<file path="src/fhe_param_pkg.sv">
`default_nettype none

// arithmetic and timing constants of the key-switching accumulator
package fhe_param_pkg;

  // coefficient and key word width
  localparam int FSIZE = 64;

  // stages of the 64x64 multiplier pipe
  localparam int MULT_CYCLES = 4;

  // beat in to sum out inside elem_lazy
  // multiplier, low add, high add with carry
  localparam int ELEM_LATENCY = MULT_CYCLES + 2;

  // one slot per pipeline position
  // a sum comes back just as the ring returns to its slot
  localparam int ACC_SLOTS = ELEM_LATENCY;

  // slot index width
  localparam int SLOT_W = $clog2(ACC_SLOTS);

endpackage

`default_nettype wire

</file>
<file path="src/fhe_word_pkg.sv">
`default_nettype none

// data formats of the wide accumulator
package fhe_word_pkg;

  // 128-bit sum split into two machine words
  // hi sits on top, so the struct lines up with the full value
  typedef struct packed {
    logic [fhe_param_pkg::FSIZE-1:0] hi;
    logic [fhe_param_pkg::FSIZE-1:0] lo;
  } wide_half_t;

  // one accumulator word, two readings of the same bits
  // full for the plain unsigned 128-bit value
  // half for the lo/hi pair the lazy adder works on
  typedef union packed {
    logic [2*fhe_param_pkg::FSIZE-1:0] full;
    wide_half_t                        half;
  } wide_word_u;

endpackage

`default_nettype wire

</file>
<file path="src/acc_ring.sv">
`timescale 1ns/1ps
`default_nettype none

// slot ring around elem_lazy
// one wide sum per pipeline slot, fed back one latency later
module acc_ring
  import fhe_param_pkg::*, fhe_word_pkg::*;
(
  input  logic              clk,
  input  logic              rst_n,
  input  logic              in_valid,
  input  logic              in_first,
  input  logic              in_last,
  input  logic [FSIZE-1:0]  key,
  input  logic [FSIZE-1:0]  coeff,
  // toward elem_lazy
  output logic              e_valid,
  output logic              e_last,
  output logic [FSIZE-1:0]  e_lo,
  output logic [FSIZE-1:0]  e_hi,
  output logic [FSIZE-1:0]  e_key,
  output logic [FSIZE-1:0]  e_coeff,
  // back from elem_lazy
  input  logic [FSIZE-1:0]  e_out_lo,
  input  logic [FSIZE-1:0]  e_out_hi,
  input  logic              e_out_valid,
  input  logic              e_out_last,
  // finished sums
  output logic              res_valid,
  output logic [SLOT_W-1:0] res_slot,
  output wide_word_u        res_word
);

  logic [SLOT_W-1:0] slot_q;
  wide_word_u        bank_q [ACC_SLOTS];
  wide_word_u        wb_word;
  wide_word_u        src_word;

  // free-running slot pointer, beats or not
  always_ff @(posedge clk or negedge rst_n) begin
    if (!rst_n) begin
      slot_q <= '0;
    end else if (slot_q == SLOT_W'(ACC_SLOTS - 1)) begin
      slot_q <= '0;
    end else begin
      slot_q <= slot_q + 1'b1;
    end
  end

  // returning sum, tagged implicitly by slot_q
  always_comb begin
    wb_word.half.hi = e_out_hi;
    wb_word.half.lo = e_out_lo;
  end

  // sum bank, one entry per slot
  always_ff @(posedge clk or negedge rst_n) begin
    if (!rst_n) begin
      for (int i = 0; i < ACC_SLOTS; i++) begin
        bank_q[i] <= '0;
      end
    end else if (e_out_valid) begin
      bank_q[slot_q].half.hi <= e_out_hi;
      bank_q[slot_q].half.lo <= e_out_lo;
    end
  end

  always_comb begin
    // bank write happens at the edge, so a same-cycle write-back is taken directly
    src_word = e_out_valid ? wb_word : bank_q[slot_q];
    // first beat of a slot starts from zero
    if (in_first) begin
      src_word = '0;
    end
  end

  assign e_valid = in_valid;
  assign e_last  = in_valid && in_last;
  assign e_lo    = src_word.half.lo;
  assign e_hi    = src_word.half.hi;
  assign e_key   = key;
  assign e_coeff = coeff;

  // result strobe, one cycle behind elem_lazy
  always_ff @(posedge clk or negedge rst_n) begin
    if (!rst_n) begin
      res_valid <= 1'b0;
    end else begin
      res_valid <= e_out_valid && e_out_last;
    end
  end

  // result payload held until the next finished sum
  always_ff @(posedge clk) begin
    if (e_out_valid && e_out_last) begin
      res_slot <= slot_q;
      res_word <= wb_word;
    end
  end

  // first and last only mean something on a beat
  a_first_needs_valid: assert property (@(posedge clk) disable iff (!rst_n)
    in_first |-> in_valid)
    else $error("acc_ring: in_first high without in_valid");

  a_last_needs_valid: assert property (@(posedge clk) disable iff (!rst_n)
    in_last |-> in_valid)
    else $error("acc_ring: in_last high without in_valid");

endmodule

`default_nettype wire

</file>
<file path="config.mk">
export PLATFORM = sky130hd
export DESIGN_NAME = acc_ring
export DESIGN_NICKNAME = d
export VERILOG_FILES = /design/src/fhe_param_pkg.sv /design/src/fhe_word_pkg.sv /design/src/acc_ring.sv
export SDC_FILE = /design/constraint.sdc
export NUM_CORES = 1
export LEC_CHECK = 0
export BUFFER_PORTS_ARGS = -buffer_cell sky130_fd_sc_hd__buf_2
export CORE_UTILIZATION = 35
export CTS_CLUSTER_SIZE = 20
export DETAILED_ROUTE_END_ITERATION = 6
export RECOVER_POWER = 50
export SYNTH_ARGS = -nofsm -noshare
export SYNTH_HDL_FRONTEND = slang
export SYNTH_SLANG_ARGS = --single-unit
</file>
<file path="constraint.sdc">
create_clock -name clk -period 3 [get_ports clk]
set_input_delay 0.75 -clock clk [delete_from_list [all_inputs] [get_ports clk]]
set_output_delay 0.75 -clock clk [all_outputs]
set_load 0.005 [all_outputs]
</file>
==> out/results.txt <==
The flow ran to the end, but the final reports show violations. The checks that failed: capacitance limit, slew limit, setup timing. The register share of total power was 48.3%; the largest fanout of any net on the critical path was 7. Setup violations remaining at the end of the flow were counted as 218.

The run gives 117 as the pin count of the biggest net entering global routing. At the worst endpoint, the required time is 2.25 ns. The die is 345 µm wide.

TritonCTS built the clock tree. For the sequential share of the synthesized area, the log shows 56.5%. For the post-synth net total, the log shows 3552.

The run gives 3 as the number of H-tree branching levels. The most used flip-flop cell after synthesis is sky130_fd_sc_hd__dfrtp_1. The startpoint identified for the worst register-to-register timing path is slot_q[1]. The number of stages on the worst hold path came out at 1. The tree built by TritonCTS fans out to 903 sinks.

Routability-driven placement finished with a final weighted congestion of 0.767. Endpoint of the worst-slack reg-to-reg timing path: bank_q[185]. In the final design database the tool counted 4020 nets. The total number of vias was 28798; the placed standard-cell area was 0.0454 mm². The run gives 10.2% as the fraction of power consumed by combinational cells.

Dividing the detail-routed wire length by the instance count gives 24.7 µm. The count of nets left with antenna violations once routing finished came out at 0. Mean instance size in the synthesized netlist: 12.5 µm².

The worst setup path is launched from a register. The row count is 125. The most critical setup path has its startpoint at slot_q[1].

Count of input and output buffers: 396. Counting flops and latches in the post-synthesis netlist gives 903. The wire length of the first global-routing pass came out at 192000 µm. The max-slew headroom at the worst pin was -49.4%; the CTS clock-pin slew for the worst setup and hold paths was 0.06 ns. During synthesis, Yosys emitted a total of 0 warnings. For the worst flop-to-flop path, the logic depth is 9. From synthesis to final layout, the design area changed by 27.9%. For this block, the initial DRC count from the detailed router was 2051. The switching power as a share of total power is 25.2%, and the final clock skew is 0.0343 ns. The post-route netlist has 43.0% of its cells at a drive strength greater than 1.

In this run the most critical hold path is launched from e_out_hi[37]. The logs give 10625 for the filler cell count and 35.4% for the initial core utilization. The via-per-instance ratio is 5.36. The max-capacitance violation count was 1.

Path type of the worst min-delay path: in2reg. The minimum clock period after layout is 3.45 ns, and the number of clock buffers inserted by TritonCTS is 102. For the iteration count of the initial detailed-routing pass, the log shows 5. Summed over all nets, the switching power comes to 7.37 mW. VDD sags by at most 0.000444 V. Static power due to leakage: 22.0 nW. In the routed design, unresolved DRC markers number 0. The buffer type at the clock tree root is sky130_fd_sc_hd__clkbuf_16. The total count of max-transition violations in the final report was 20. For the pin with the worst max-slew slack, the measured transition is 2.24 ns. Data arrives at the worst endpoint at 2.70 ns. Summed over all layers, the routed wires come to 133000 µm. The mapped netlist covers 0.0412 mm². The cell count after placement came out at 5027.

Synthesis produced a netlist whose cell count is 3289. The maximum number of buffers from clock root to sink is 3. The critical path is of the reg2out type. The post-layout total power is 29.3 mW. The tools report the die footprint as 0.119 mm². In this run the register-to-register setup slack is 0.29 ns. The type of element capturing the critical path is an output pin. The chip height is 345 µm, and the least setup slack across all paths after layout is -0.447 ns. Cells fill 45.3% of the core in the end. The final standard cell count with taps included and fillers excluded is 5372. Highest attainable clock frequency: 290 MHz. The overall global routing resource usage is 21.3%. During I/O placement, the number of pins put on the boundary was 653. For the number of antenna violations at the first check in global routing, the log shows 2. Hold violation count in the final report: 0. The power density over the cells was 556 mW/mm²; the overflow left after global routing was 0.

The worst hold slack is 0.380 ns, and the power share of the clock group is 41.5%. The region available for standard cell placement spans 0.116 mm². The tools report the end of the worst hold path as res_word[101].

The run gives 74000 µm as the placed wire-length estimate. The count of distinct cell types in the synthesized netlist was 36; the accumulated negative setup slack was -45.64 ns. Clock latency of the later-clocked register in the worst-skew pair: 0.70 ns.

After routing the design area is 0.0527 mm². The internal power of the cells totals 21.9 mW. The async set or reset register ratio after synthesis works out to 85.5%. Dividing the final minimum period by the clock period gives 115%.

Yosys mapped a number of flops with a built-in enable equal to 131. Setup repair after global routing could not meet its margin everywhere. The number of global-route vias before repair is 28930, and the minimum setup slack after placement is 0.0602 ns.
layout by cell type, fill, tap and decap left out, drive strengths merged, types with 6 or more instances in the layout:
| master | synthesis | routed |
|---|---|---|
| a311oi | 9 | 9 |
| nor3 | 59 | 59 |
| clkbuf | 120 | 276 |
| a211o | 22 | 22 |
| a22oi | 11 | 11 |
| inv | 94 | 96 |
| a221oi | 148 | 148 |
| buf | 266 | 595 |
| o22a | 7 | 7 |
| a22o | 13 | 13 |
| mux2 | 636 | 636 |
| and3 | 8 | 8 |
| nand2b | 6 | 6 |
| o22ai | 28 | 28 |
| a2111oi | 11 | 11 |
| nand3 | 26 | 26 |
| nand3b | 39 | 39 |
| o21ai | 243 | 243 |
| mux2i | 206 | 206 |
| nor2 | 62 | 62 |
| a21oi | 43 | 43 |
| edfxtp | 131 | 131 |
| nand2 | 248 | 248 |
| dfrtp | 772 | 772 |
| a211oi | 30 | 30 |
| clkinv | 0 | 59 |
| nor2b | 41 | 41 |
flip-flops by register name, summed over array words and instances, names as in the netlist:
| name | flops |
|---|---|
| res_valid | 1 |
| res_slot | 3 |
| bank_q | 768 |
| res_word | 128 |
| slot_q | 3 |
layout make-up:
cell class	count	area [µm²]	share of cell area, %
sequential	903	23300	44.2
multi-input combinational	1906	17000	32.3
timing repair buffer	750	6870	13.0
clock buffer	127	2760	5.24
tap	1524	1910	3.62
clock inverter	67	492	0.933
inverter	94	368	0.698
antenna	1	2.50	0.00475
how the worst max path moves through the flow:
| stage | to | slack [ns] | cells past startpoint |
|---|---|---|---|
| after CTS | e_hi[36] | -0.49 | 8 |
| after detailed placement | e_hi[49] | 0.06 | 6 |
| after global placement | e_hi[49] | 0.004 | 6 |
| after global routing | e_lo[25] | -0.55 | 9 |
| final | e_lo[15] | -0.45 | 9 |
| after floorplan | res_slot[0] | 0.13 | 4 |
synthesized netlist by cell type (13+ instances only):
master	count	area [µm²]
sky130_fd_sc_hd__buf_2	80	400
sky130_fd_sc_hd__nor2_1	60	225
sky130_fd_sc_hd__clkbuf_1	120	450
sky130_fd_sc_hd__nor2b_1	41	257
sky130_fd_sc_hd__mux2_2	608	6850
sky130_fd_sc_hd__o22ai_1	28	175
sky130_fd_sc_hd__o21ai_0	243	1220
sky130_fd_sc_hd__mux2i_1	206	2060
sky130_fd_sc_hd__edfxtp_1	131	3930
sky130_fd_sc_hd__nand2_1	248	931
sky130_fd_sc_hd__nand3b_1	39	293
sky130_fd_sc_hd__mux2_1	28	315
sky130_fd_sc_hd__a211o_1	22	193
sky130_fd_sc_hd__inv_1	94	353
sky130_fd_sc_hd__buf_4	169	1270
sky130_fd_sc_hd__a221oi_1	148	1300
sky130_fd_sc_hd__a22o_1	13	114
sky130_fd_sc_hd__a21oi_1	43	215
sky130_fd_sc_hd__dfrtp_1	772	19300
sky130_fd_sc_hd__nand3_1	26	130
sky130_fd_sc_hd__nor3_1	59	295
sky130_fd_sc_hd__buf_6	15	169
sky130_fd_sc_hd__a211oi_1	30	225
worst max-delay path, cell delays in order, from the launching register on:
cell	delay, ns
sky130_fd_sc_hd__dfrtp_4	0.54
sky130_fd_sc_hd__clkbuf_16	0.19
sky130_fd_sc_hd__nor2b_4	0.15
sky130_fd_sc_hd__buf_6	0.12
sky130_fd_sc_hd__buf_12	0.14
sky130_fd_sc_hd__a22oi_2	0.08
sky130_fd_sc_hd__o22a_1	0.23
sky130_fd_sc_hd__a221oi_2	0.25
sky130_fd_sc_hd__buf_4	0.19
sky130_fd_sc_hd__buf_6	0.10
metal layers:
metal	GRT usage (%)	wire length, µm	vias up
met4	6.72	4040	2
li1	-	-	12749
met5	0	9	-
met2	34.3	62400	848
met1	29.0	58900	14959
met3	3.91	7580	240
kinds of logic after synthesis:
family | synth area share, %
muxes | 22.4
DFF | 56.5
and+or+nand+nor | 5.49
buffers and inverters | 6.43
AOI/OAI and AO/OA | 9.22
what timing repair did:
action / 4_1_cts / 5_1_grt
setup endpoints to repair: 128 / 128
resized for setup: 291 / 179
setup buffers: 65 / 48
hold buffers: 1 / 0
hold endpoints to repair: 8 / 0
gates cloned: 28 / 15
pin swaps: 67 / 92
power by group through the flow:
stage | registers, mW | clock network (mW) | logic [mW]
CTS | 14.1 | 12.5 | 2.94
floorplan | 14.2 | 0 | 1.67
global route | 14.3 | 12.9 | 3.28
global placement | 14.3 | 0 | 2.74
finish | 14.1 | 12.2 | 2.99
detailed placement | 14.3 | 0 | 2.80
No activity file was read; power rests on OpenSTA's default activity.
